==> src/verilog/ccc_pkg.sv <==
// Shared CCC codes, widths and bus/CSR structs for the I3C target CCC handler
package ccc_pkg;

  typedef logic [7:0] ccc_code_t;
  typedef logic [6:0] i3c_addr_t;
  typedef logic [7:0] bus_byte_t;
  typedef logic [2:0] byte_idx_t;

  // Broadcast CCCs
  localparam ccc_code_t CccBcastEnec    = 8'h00;
  localparam ccc_code_t CccBcastDisec   = 8'h01;
  localparam ccc_code_t CccBcastRstdaa  = 8'h06;
  localparam ccc_code_t CccBcastSetmwl  = 8'h09;
  localparam ccc_code_t CccBcastSetmrl  = 8'h0A;
  localparam ccc_code_t CccBcastSetaasa = 8'h29;

  // Direct CCCs, bit 7 set
  localparam ccc_code_t CccDirectEnec      = 8'h80;
  localparam ccc_code_t CccDirectDisec     = 8'h81;
  localparam ccc_code_t CccDirectSetdasa   = 8'h87;
  localparam ccc_code_t CccDirectSetmwl    = 8'h89;
  localparam ccc_code_t CccDirectSetmrl    = 8'h8A;
  localparam ccc_code_t CccDirectGetmwl    = 8'h8B;
  localparam ccc_code_t CccDirectGetmrl    = 8'h8C;
  localparam ccc_code_t CccDirectGetpid    = 8'h8D;
  localparam ccc_code_t CccDirectGetbcr    = 8'h8E;
  localparam ccc_code_t CccDirectGetdcr    = 8'h8F;
  localparam ccc_code_t CccDirectGetstatus = 8'h90;

  localparam i3c_addr_t RsvdAddr      = 7'h7E;
  // Max IBI payload byte of GETMRL
  localparam bus_byte_t MaxIbiPayload = 8'hFF;

  // Flag positions in the ENEC/DISEC byte
  localparam int unsigned EvIbiBit = 0;
  localparam int unsigned EvCrrBit = 1;
  localparam int unsigned EvHjBit  = 3;

  typedef struct packed {
    logic      rx_req_bit;
    logic      rx_req_byte;
    logic      tx_req_bit;
    logic      tx_req_byte;
    bus_byte_t tx_value;
    logic      sel_od_pp;
  } bus_req_t;

  typedef struct packed {
    logic start_det;
    logic rstart_det;
    logic stop_det;
  } bus_ev_t;

  typedef struct packed {
    i3c_addr_t sta_addr;
    logic      sta_valid;
    i3c_addr_t dyn_addr;
    logic      dyn_valid;
  } addr_cfg_t;

  typedef struct packed {
    logic [15:0] mwl;
    logic [15:0] mrl;
    logic [47:0] pid;
    logic [7:0]  bcr;
    logic [7:0]  dcr;
    logic [15:0] status;
  } csr_get_t;

  typedef struct packed {
    logic        set_mwl;
    logic [15:0] mwl;
    logic        set_mrl;
    logic [15:0] mrl;
    logic        enec_ibi;
    logic        enec_crr;
    logic        enec_hj;
    logic        disec_ibi;
    logic        disec_crr;
    logic        disec_hj;
    logic        rstdaa;
    logic        set_dasa_valid;
    i3c_addr_t   dasa;
  } csr_set_t;

endpackage
==> src/verilog/ccc_top.sv <==
// Top of the CCC handler, connects the frame sequencer, GET responder and SET decoder
module ccc_top (
  input  logic                clk_i,
  input  logic                rst_ni,
  input  ccc_pkg::ccc_code_t  ccc_i,
  input  logic                ccc_valid_i,
  input  ccc_pkg::bus_ev_t    bus_ev_i,
  input  ccc_pkg::bus_byte_t  rx_data_i,
  input  logic                rx_done_i,
  input  logic                tx_done_i,
  input  ccc_pkg::addr_cfg_t  addr_cfg_i,
  input  ccc_pkg::csr_get_t   csr_get_i,
  output ccc_pkg::bus_req_t   bus_req_o,
  output logic                done_o,
  output ccc_pkg::csr_set_t   csr_set_o
);

  ccc_pkg::ccc_code_t ccc_code;
  logic               data_valid;
  ccc_pkg::bus_byte_t data;
  ccc_pkg::byte_idx_t data_idx;
  logic               cc_tbit_valid;
  logic               get_load;
  logic               get_next;
  ccc_pkg::bus_byte_t get_byte;
  logic               get_last;

  ccc_sequencer ccc_sequencer_inst (
    .clk_i           (clk_i),
    .rst_ni          (rst_ni),
    .ccc_i           (ccc_i),
    .ccc_valid_i     (ccc_valid_i),
    .bus_ev_i        (bus_ev_i),
    .rx_data_i       (rx_data_i),
    .rx_done_i       (rx_done_i),
    .tx_done_i       (tx_done_i),
    .addr_cfg_i      (addr_cfg_i),
    .get_byte_i      (get_byte),
    .get_last_i      (get_last),
    .bus_req_o       (bus_req_o),
    .done_o          (done_o),
    .ccc_code_o      (ccc_code),
    .data_valid_o    (data_valid),
    .data_o          (data),
    .data_idx_o      (data_idx),
    .cc_tbit_valid_o (cc_tbit_valid),
    .get_load_o      (get_load),
    .get_next_o      (get_next)
  );

  ccc_get_responder ccc_get_responder_inst (
    .clk_i      (clk_i),
    .rst_ni     (rst_ni),
    .ccc_code_i (ccc_code),
    .csr_get_i  (csr_get_i),
    .get_load_i (get_load),
    .get_next_i (get_next),
    .get_byte_o (get_byte),
    .get_last_o (get_last)
  );

  ccc_set_decoder ccc_set_decoder_inst (
    .clk_i           (clk_i),
    .rst_ni          (rst_ni),
    .ccc_code_i      (ccc_code),
    .data_valid_i    (data_valid),
    .data_i          (data),
    .data_idx_i      (data_idx),
    .cc_tbit_valid_i (cc_tbit_valid),
    .addr_cfg_i      (addr_cfg_i),
    .csr_set_o       (csr_set_o)
  );

endmodule

==> src/verilog/ccc_sequencer.sv <==
// CCC frame FSM, takes over after the command code and drives the bus request interface
module ccc_sequencer (
  input  logic                clk_i,
  input  logic                rst_ni,
  input  ccc_pkg::ccc_code_t  ccc_i,
  input  logic                ccc_valid_i,
  input  ccc_pkg::bus_ev_t    bus_ev_i,
  input  ccc_pkg::bus_byte_t  rx_data_i,
  input  logic                rx_done_i,
  input  logic                tx_done_i,
  input  ccc_pkg::addr_cfg_t  addr_cfg_i,
  input  ccc_pkg::bus_byte_t  get_byte_i,
  input  logic                get_last_i,
  output ccc_pkg::bus_req_t   bus_req_o,
  output logic                done_o,
  output ccc_pkg::ccc_code_t  ccc_code_o,
  output logic                data_valid_o,
  output ccc_pkg::bus_byte_t  data_o,
  output ccc_pkg::byte_idx_t  data_idx_o,
  output logic                cc_tbit_valid_o,
  output logic                get_load_o,
  output logic                get_next_o
);

  typedef enum logic [3:0] {
    Idle,
    WaitCcc,
    RxCcTbit,
    RxByte,
    RxDirectAddr,
    TxAddrAck,
    RxData,
    RxDataTbit,
    TxData,
    TxDataTbit,
    WaitBusCond,
    WaitStop,
    Done
  } state_e;

  state_e             state_q, state_d;
  ccc_pkg::ccc_code_t ccc_code_q;
  ccc_pkg::i3c_addr_t addr_q;
  logic               rnw_q;
  ccc_pkg::bus_byte_t data_q;
  ccc_pkg::byte_idx_t idx_q;

  logic ccc_accept;
  logic frame_active;
  logic addr_match;
  logic tgt_rsvd;

  assign ccc_accept   = ccc_valid_i && (state_q inside {Idle, WaitCcc});
  assign frame_active = !(state_q inside {Idle, WaitCcc, Done});

  // Dynamic address wins once assigned
  assign addr_match = addr_cfg_i.dyn_valid ? (addr_q == addr_cfg_i.dyn_addr) :
                      (addr_cfg_i.sta_valid && (addr_q == addr_cfg_i.sta_addr));
  assign tgt_rsvd   = (addr_q == ccc_pkg::RsvdAddr);

  always_ff @(posedge clk_i or negedge rst_ni) begin
    if (!rst_ni) begin
      ccc_code_q <= '0;
      addr_q     <= '0;
      rnw_q      <= 1'b0;
      idx_q      <= '0;
    end else begin
      if (ccc_accept) begin
        ccc_code_q <= ccc_i;
        addr_q     <= '0;
        rnw_q      <= 1'b0;
        idx_q      <= '0;
      end else if (state_q == RxDirectAddr && rx_done_i) begin
        addr_q <= rx_data_i[7:1];
        rnw_q  <= rx_data_i[0];
        idx_q  <= '0;
      end else if (state_q == RxDataTbit && rx_done_i && idx_q != '1) begin
        idx_q <= idx_q + 3'd1;
      end
    end
  end

  always_ff @(posedge clk_i) begin
    if (state_q == RxData && rx_done_i) begin
      data_q <= rx_data_i;
    end
  end

  always_comb begin
    state_d = state_q;
    unique case (state_q)
      Idle:     state_d = ccc_valid_i ? RxCcTbit : WaitCcc;
      WaitCcc:  if (ccc_valid_i) state_d = RxCcTbit;
      RxCcTbit: begin
        if (rx_done_i) state_d = ccc_code_q[7] ? RxByte : RxData;
      end
      RxByte: begin
        // Direct CCCs continue with Sr and an address, a plain byte is not ours
        if (bus_ev_i.rstart_det) state_d = RxDirectAddr;
        else if (rx_done_i) state_d = WaitBusCond;
      end
      RxDirectAddr: if (rx_done_i) state_d = TxAddrAck;
      TxAddrAck: begin
        if (tx_done_i) begin
          if (tgt_rsvd) state_d = WaitStop;
          else if (addr_match) state_d = rnw_q ? TxData : RxData;
          else state_d = WaitBusCond;
        end
      end
      RxData: begin
        if (bus_ev_i.rstart_det) state_d = RxDirectAddr;
        else if (rx_done_i) state_d = RxDataTbit;
      end
      RxDataTbit: if (rx_done_i) state_d = RxData;
      TxData: begin
        if (bus_ev_i.rstart_det) state_d = RxDirectAddr;
        else if (tx_done_i) state_d = TxDataTbit;
      end
      TxDataTbit: begin
        if (tx_done_i) state_d = get_last_i ? WaitBusCond : TxData;
      end
      WaitBusCond: if (bus_ev_i.rstart_det) state_d = RxDirectAddr;
      WaitStop:    state_d = WaitStop;
      Done:        state_d = Idle;
      default:     state_d = Idle;
    endcase
  end

  always_ff @(posedge clk_i or negedge rst_ni) begin
    if (!rst_ni) begin
      state_q <= Idle;
    end else if (frame_active && (bus_ev_i.stop_det || bus_ev_i.start_det)) begin
      // A START here means the STOP was missed
      state_q <= Done;
    end else begin
      state_q <= state_d;
    end
  end

  always_comb begin
    bus_req_o = '0;
    unique case (state_q)
      RxCcTbit, RxDataTbit: bus_req_o.rx_req_bit = 1'b1;
      RxByte, RxData:       bus_req_o.rx_req_byte = !bus_ev_i.rstart_det;
      RxDirectAddr:         bus_req_o.rx_req_byte = 1'b1;
      TxAddrAck: begin
        bus_req_o.tx_req_bit = 1'b1;
        bus_req_o.tx_value   = {7'b0, !(addr_match || tgt_rsvd)};
      end
      TxData: begin
        bus_req_o.tx_req_byte = 1'b1;
        bus_req_o.tx_value    = get_byte_i;
        bus_req_o.sel_od_pp   = 1'b1;
      end
      TxDataTbit: begin
        // T-bit low ends the read
        bus_req_o.tx_req_bit = 1'b1;
        bus_req_o.tx_value   = {7'b0, !get_last_i};
        bus_req_o.sel_od_pp  = 1'b1;
      end
      default: bus_req_o = '0;
    endcase
  end

  assign done_o          = (state_q == Done);
  assign ccc_code_o      = ccc_code_q;
  assign data_o          = data_q;
  assign data_idx_o      = idx_q;
  assign cc_tbit_valid_o = (state_q == RxCcTbit) && rx_done_i;
  assign data_valid_o    = (state_q == RxDataTbit) && rx_done_i && !tgt_rsvd;
  assign get_load_o      = (state_q == TxAddrAck) && tx_done_i && addr_match && rnw_q &&
                           !tgt_rsvd;
  assign get_next_o      = (state_q == TxDataTbit) && tx_done_i;

endmodule

==> src/verilog/ccc_set_decoder.sv <==
// Decodes received CCC data bytes and no-data broadcasts into CSR updates and strobes
module ccc_set_decoder (
  input  logic                clk_i,
  input  logic                rst_ni,
  input  ccc_pkg::ccc_code_t  ccc_code_i,
  input  logic                data_valid_i,
  input  ccc_pkg::bus_byte_t  data_i,
  input  ccc_pkg::byte_idx_t  data_idx_i,
  input  logic                cc_tbit_valid_i,
  input  ccc_pkg::addr_cfg_t  addr_cfg_i,
  output ccc_pkg::csr_set_t   csr_set_o
);

  logic is_setmwl;
  logic is_setmrl;
  logic is_enec;
  logic is_disec;
  logic is_setdasa;
  logic is_setaasa;
  logic is_rstdaa;
  logic byte0;
  logic byte1;
  logic [2:0] ev_flags;

  ccc_pkg::bus_byte_t hi_q;

  // Broadcast and direct forms behave the same here
  assign is_setmwl  = ccc_code_i inside {ccc_pkg::CccBcastSetmwl, ccc_pkg::CccDirectSetmwl};
  assign is_setmrl  = ccc_code_i inside {ccc_pkg::CccBcastSetmrl, ccc_pkg::CccDirectSetmrl};
  assign is_enec    = ccc_code_i inside {ccc_pkg::CccBcastEnec, ccc_pkg::CccDirectEnec};
  assign is_disec   = ccc_code_i inside {ccc_pkg::CccBcastDisec, ccc_pkg::CccDirectDisec};
  assign is_setdasa = (ccc_code_i == ccc_pkg::CccDirectSetdasa);
  assign is_setaasa = (ccc_code_i == ccc_pkg::CccBcastSetaasa);
  assign is_rstdaa  = (ccc_code_i == ccc_pkg::CccBcastRstdaa);

  assign byte0 = data_valid_i && (data_idx_i == 3'd0);
  assign byte1 = data_valid_i && (data_idx_i == 3'd1);

  // Ordered as {hj, crr, ibi}
  assign ev_flags = {data_i[ccc_pkg::EvHjBit], data_i[ccc_pkg::EvCrrBit],
                     data_i[ccc_pkg::EvIbiBit]};

  // High byte of MWL/MRL waits for the low byte
  always_ff @(posedge clk_i) begin
    if (byte0) begin
      hi_q <= data_i;
    end
  end

  always_ff @(posedge clk_i or negedge rst_ni) begin
    if (!rst_ni) begin
      csr_set_o <= '0;
    end else begin
      csr_set_o.set_mwl        <= byte1 && is_setmwl;
      csr_set_o.set_mrl        <= byte1 && is_setmrl;
      csr_set_o.rstdaa         <= cc_tbit_valid_i && is_rstdaa;
      csr_set_o.set_dasa_valid <= (byte0 && is_setdasa) || (cc_tbit_valid_i && is_setaasa);

      if (byte1 && is_setmwl) begin
        csr_set_o.mwl <= {hi_q, data_i};
      end
      if (byte1 && is_setmrl) begin
        csr_set_o.mrl <= {hi_q, data_i};
      end
      if (byte0 && is_enec) begin
        {csr_set_o.enec_hj, csr_set_o.enec_crr, csr_set_o.enec_ibi} <= ev_flags;
      end
      if (byte0 && is_disec) begin
        {csr_set_o.disec_hj, csr_set_o.disec_crr, csr_set_o.disec_ibi} <= ev_flags;
      end

      // SETAASA reuses the SETDASA path with the static address
      if (byte0 && is_setdasa) begin
        csr_set_o.dasa <= data_i[7:1];
      end else if (cc_tbit_valid_i && is_setaasa) begin
        csr_set_o.dasa <= addr_cfg_i.sta_addr;
      end
    end
  end

endmodule

==> src/verilog/ccc_get_responder.sv <==
// Supplies the read bytes of direct GET CCCs, most significant byte first
module ccc_get_responder (
  input  logic                clk_i,
  input  logic                rst_ni,
  input  ccc_pkg::ccc_code_t  ccc_code_i,
  input  ccc_pkg::csr_get_t   csr_get_i,
  input  logic                get_load_i,
  input  logic                get_next_i,
  output ccc_pkg::bus_byte_t  get_byte_o,
  output logic                get_last_o
);

  ccc_pkg::byte_idx_t len;
  ccc_pkg::byte_idx_t remain_q;
  logic [47:0]        payload;

  // Payload is right aligned, len bytes long
  always_comb begin
    len     = '0;
    payload = '0;
    case (ccc_code_i)
      ccc_pkg::CccDirectGetbcr: begin
        len     = 3'd1;
        payload = {40'h0, csr_get_i.bcr};
      end
      ccc_pkg::CccDirectGetdcr: begin
        len     = 3'd1;
        payload = {40'h0, csr_get_i.dcr};
      end
      ccc_pkg::CccDirectGetstatus: begin
        len     = 3'd2;
        payload = {32'h0, csr_get_i.status};
      end
      ccc_pkg::CccDirectGetmwl: begin
        len     = 3'd2;
        payload = {32'h0, csr_get_i.mwl};
      end
      ccc_pkg::CccDirectGetmrl: begin
        len     = 3'd3;
        payload = {24'h0, csr_get_i.mrl, ccc_pkg::MaxIbiPayload};
      end
      ccc_pkg::CccDirectGetpid: begin
        len     = 3'd6;
        payload = csr_get_i.pid;
      end
      default: begin
        len     = '0;
        payload = '0;
      end
    endcase
  end

  always_ff @(posedge clk_i or negedge rst_ni) begin
    if (!rst_ni) begin
      remain_q <= '0;
    end else if (get_load_i) begin
      remain_q <= len;
    end else if (get_next_i && remain_q != '0) begin
      remain_q <= remain_q - 3'd1;
    end
  end

  // Unknown GET sends one zero byte
  assign get_byte_o = (remain_q == '0) ? '0 : payload[{remain_q - 3'd1, 3'b000} +: 8];
  assign get_last_o = (remain_q < 3'd2);

endmodule

==> config.mk <==
export PLATFORM = sky130hd
export DESIGN_NAME = ccc_top
export DESIGN_NICKNAME = d
export VERILOG_FILES = /design/src/verilog/ccc_pkg.sv /design/src/verilog/ccc_top.sv /design/src/verilog/ccc_sequencer.sv /design/src/verilog/ccc_set_decoder.sv /design/src/verilog/ccc_get_responder.sv
export SDC_FILE = /design/constraint.sdc
export NUM_CORES = 1
export LEC_CHECK = 0
export CAP_MARGIN = 10
export CORE_UTILIZATION = 37
export DETAILED_ROUTE_END_ITERATION = 8
export DONT_BUFFER_PORTS = 1
export PLACE_DENSITY = 0.49
export SETUP_SLACK_MARGIN = 0.2
export SKIP_CTS_REPAIR_TIMING = 1
export SLEW_MARGIN = 20
export SYNTH_ARGS = -nofsm -noshare
export SYNTH_HDL_FRONTEND = slang
export SYNTH_SLANG_ARGS = --single-unit
==> constraint.sdc <==
create_clock -name clk_i -period 7 [get_ports clk_i]
set_input_delay 0.7 -clock clk_i [delete_from_list [all_inputs] [get_ports clk_i]]
set_output_delay 0.7 -clock clk_i [all_outputs]
set_load 0.02 [all_outputs]
======== Yosys cells after proc, flatten, opt, wreduce, memory -nomap -nowiden ========
Cells that the tools add are included.
operators by class
  reductions and logical operators ........ 54
  $add $sub $neg .......................... 2
  muxes and demuxes ....................... 42
  shift-type cells ........................ 1
  equality and inequality tests ........... 43
  magnitude comparators ................... 1
operators by type and width
  cell                                                                     count
  48-bit one-hot mux with 6 select lines                                   1
  8-bit == test, second input constant                                     11
  4-bit 2-to-1 mux                                                         17
  4-bit one-hot mux with 12 select lines                                   1
  48-bit by 7-bit indexed part select with 8-bit output                    1
  7-bit 2-to-1 mux                                                         4
  1-bit logical AND                                                        24
  8-bit one-hot mux with 3 select lines                                    1
  4-bit == test, second input constant                                     5
  3-bit 2-to-1 mux                                                         6
  4-bit by 3-bit == test with 1-bit output, second input constant          4
  8-bit by 4-bit == test with 1-bit output, second input constant          2
  2-bit nonzero test                                                       8
  7-bit == test                                                            2
  3-bit by 2-bit inequality test with 1-bit output, second input constant  4
  3-bit inequality test, second input constant                             4
  3-bit one-hot mux with 4 select lines                                    1
  2-bit OR reduction                                                       6
  10-bit AND reduction                                                     1
  3-bit nonzero test                                                       3
  4-bit by 2-bit == test with 1-bit output, second input constant          2
  8-bit by 1-bit == test with 1-bit output, second input constant          1
  8-bit by 3-bit == test with 1-bit output, second input constant          1
  8-bit by 6-bit == test with 1-bit output, second input constant          1
  17 further kinds                                                         32
storage, ports and cells
  output and inout bits ................... 63
  logic and storage cells ................. 164
  bits in registers ....................... 91
  input bits .............................. 152

======== Longest topological paths before layout ========
  word-level depth ........................ 8
  depth in mapped cells ................... 9
  depth with buffers taken out ............ 7

======== Modules after synthesis ========
Synthesis repeated with hierarchy kept, for this count alone.
second synthesis, totals
  cells, all modules ...................... 599
  area total of the unflattened synthesis .. 6140.9 um^2
by module, submodules not included
  module             times used  area an instance (um^2)  cells an instance  seq. area each (um^2)
  ccc_set_decoder    1           2443.6                   160                1466.4
  ccc_sequencer      1           2048.2                   224                815.8
  ccc_get_responder  1           1649.1                   215                75.1

======== Least setup slack after synthesis ========
Ideal clock, no wire load.
  kind .................................... register to output
  start ................................... register ccc_get_responder_inst.remain_q[0]
  end ..................................... output port bus_req_o[2] (netlist bit)
  arrival time ............................ 2347 ps
  path slack .............................. 3953 ps
  path buffers ............................ 1
  required time ........................... 6300 ps
  stages on the path, launching flop included .. 8
  cell sequence ........................... dfrtp_1 clkinv_1 ha_1 xnor2_1 and3_1 clkbuf_1 a21oi_1 a41oi_1
RTL lines
  what                    RTL line                 text
  from (decl)             ccc_get_responder.sv:14  ccc_pkg::byte_idx_t remain_q;
  from (signal assigned)  ccc_get_responder.sv:57  remain_q <= len;
  from (signal assigned)  ccc_get_responder.sv:59  remain_q <= remain_q - 3'd1;
  to (decl)               ccc_top.sv:13            output ccc_pkg::bus_req_t bus_req_o,

==> flow_summary.yaml <==
clocking:
  cts_root_buf: "clkbuf_16"
  clk_latency_ns: 0.33
  clockBufferDepth: 2
  cts-htree-levels: 3
  cts_tree: "yes"
  cts.sinks: 91
  cts_buffers: 9
  cts.reportedPaths.clkPinSlew_ns: 0.07
place:
  io_buffers: 0
  place.gp.congestion: 0.8179
  hpwlAfterDp_mm: 11.65
  place_ws_ns: 2.744
drt:
  drt-total-wl_mm: 15.27
  ant_nets: 0
  num_vias: 4188
  post-route-drc-count: 0
  drtPass1Iterations: 4
  drtIter0Drc: 277
  routedWlPerCell_um: 21.39
  viasPerCell: 5.866
hold_path:
  hp-class: "in2async"
floorplanning:
  rows: 43
  core_um2: 13990
  start_util_pct: 38.35
  ios: 215
  die_x_um: 122.4
  die_h_um: 122.4
  die_area_um2: 14990
power_and_ir_drop:
  p_leak_uw: 0.002331
  ir_worst_vdd_mv: 0.1910
  powerDensity_nw_per_um2: 329.6
synth:
  syn-mean-instance-area_um2: 9.917
  syn_area_um2: 5365
  ys_ff_latch: 91
  yosys.area.top_type: "dfrtp_1"
  synth_top_family_by_area: "simple AND/OR/NAND/NOR gates"
  synth-edff-count: 16
  synthCells: 541
  synthTopCellsByArea: "dfrtp_1 35%, mux2_2 11%, edfxtp_1 9.0%"
  synth_compound_area_share_pct: 14.27
  synth_top_area_share_pct: 34.98
  synth-simple-area-share_pct: 19.73
  synthAdderAreaFrac_pct: 1.399
  yosys_warnings: 0
  synth_top_flop_cell: "dfrtp_1"
  ys_seq_area_share_pct: 43.94
  synth_xor_area_share_pct: 2.938
  synthesis.nets: 699
  synth_cell_type_count: 64
  synthMuxAreaShare_pct: 14.39
  async_flop_share_pct: 82.42
setup_path:
  crit_family: "flip-flops"
  rr_worst_depth: 6
  cpPeakStageDelay_ns: 0.91
  worstPathMaxFanout: 23
  startpoint_type: "register"
  slowest_stage: "dfrtp_1"
  crit_cells: 6
  required_ns: 6.30
  cp-end-kind: "primary output"
  arrival_ns: 3.84
  path_buf_inv: 1
  critPathKind: "reg2out"
  path_cells: "clkinv_1, ha_1, xnor2_1, and3_1, a21oi_1, a41oi_1"
cells_and_area:
  syn_to_final_growth_pct: 7.882
  final_nets: 686
  mostFrequentLayoutCell: "nand2_1"
  final_cell_mix: "95 x nand2_1, 75 x dfrtp_1, 51 x mux2_2, 27 x nor2_1, 22 x a21oi_1"
  layout-drive-gt1-share_pct: 16.32
status:
  status: "complete, no violations"
sta:
  layout_min_cycle_time_ns: 4.544
  setup_violations: 0
  max_freq_ghz: 0.2201
  tightest_slew_ns: 0.9440
  hold_viol_final: 0
  fin_setup_tns_ns: 0
  drv_slew: 0
  rsz0062_at_grt: "no"
  relSlewSlack_pct: 37.00
  skew_ns: 0.008324
  worst_slack_ns: 2.456
  fin_crit_sh_pct: 64.91
global_route:
  grt_max_degree: 76
  antenna_found_initial: 1
  grt_pass1_wl_mm: 22.83
  grt_usage_pct: 20.02
  first_global_vias: 4039
  gr-total-overflow: 0
job:
  drv_cap: 0
==> stage by stage <==
step / utilization (%) / cells / cell area (um^2) / hold WS, ns / total power [uW]
finish: 41.38 / 714 / 5788 / 0.05922 / 1908
global route: 41.38 / 714 / 5788 / 0.03315 / 2041
CTS: 41.36 / 713 / 5786 / 0.04827 / 1918
detailed placement: 39.20 / 697 / 5483 / 0.4076 / 1426
global placement: 39.20 / 697 / 5483 / 0.4069 / 1412
floorplan: - / 541 / 5365 / 0.4044 / 1284
==> cell type report <==
class                      count  area, um^2
inverter                      11       41.29
timing repair buffer           4       30.03
clock buffer                  11       242.7
sequential                    91        2357
tap                          180       225.2
multi-input combinational    411        2829
antenna                        1       2.502
clock inverter                 5       60.06
fill                        1409        8200
==> Yosys cell counts, types with 7 or more instances <==
cell      number
nand2_1       95
dfrtp_1       75
mux2_2        51
nor2_1        27
a21oi_1       22
nand3_1       19
o21ai_0       18
xnor2_1       18
clkbuf_1      17
edfxtp_1      16
nand4_1       16
a22oi_1       14
mux2i_1       13
inv_1         10
nor3_1        10
nand2b_1       8
o211ai_1       7
==> final timing paths <==
check / start / endpoint / slack (ns)
max in group asynchronous: rst_ni / ccc_sequencer_inst.data_idx_o[2] / 6.83
worst max-delay path: ccc_get_responder_inst.remain_q[0] / bus_req_o[4] / 2.46
worst max register to register: ccc_sequencer_inst.state_q[1] / ccc_set_decoder_inst.csr_set_o[25] / 3.89
worst min register to register: ccc_set_decoder_inst.hi_q[5] / ccc_set_decoder_inst.csr_set_o[45] / 0.50
min in group clk_i: rx_data_i[2] / ccc_sequencer_inst.data_o[2] / 0.46
worst min-delay path: rst_ni / ccc_set_decoder_inst.csr_set_o[7] / 0.06
==> flip-flops by register name (all words and copies together) (netlist names) <==
name	flops
ccc_sequencer_inst.ccc_code_o	8
ccc_sequencer_inst.addr_q	7
ccc_sequencer_inst.data_o	8
ccc_get_responder_inst.remain_q	3
ccc_sequencer_inst.state_q	4
ccc_set_decoder_inst.hi_q	8
ccc_sequencer_inst.data_idx_o	3
ccc_sequencer_inst.rnw_q	1
ccc_set_decoder_inst.csr_set_o	49
==> power by group <==
part	leakage, uW	internal (uW)	total (uW)	switching, uW
Clock	0.000146	288	488	200
Sequential	0.00116	599	755	156
Combinational	0.00102	270	665	395
==> cell families after synthesis <==
kind of cell	count (synthesis)
fa+ha+maj	6
buf+inv	39
xor+xnor	18
mux	70
flops	91
simple gates	210
compound gates	107
==> worst reg2reg max path: stages (launching register included) <==
cell and delay (ns):
dfrtp_1 0.81, nand2_1 0.17, or2_1 0.30, nor3_1 0.20, nand4_1 0.26, nor3b_4 0.84
mux2_2 0.42
==> layer usage <==
| metal | up-vias | part of all wire [%] | routed length, um | GRT usage [%] |
|---|---|---|---|---|
| met2 | 162 | 49 | 7446 | 31.88 |
| met3 | 7 | 7.2 | 1099 | 5.669 |
| met1 | 2055 | 43 | 6615 | 26.63 |
| met5 | - | 0 | 0 | 0 |
| met4 | 0 | 0.72 | 110 | 5.030 |
| li1 | 1964 | - | - | - |
(Power assumes the default switching activity.)
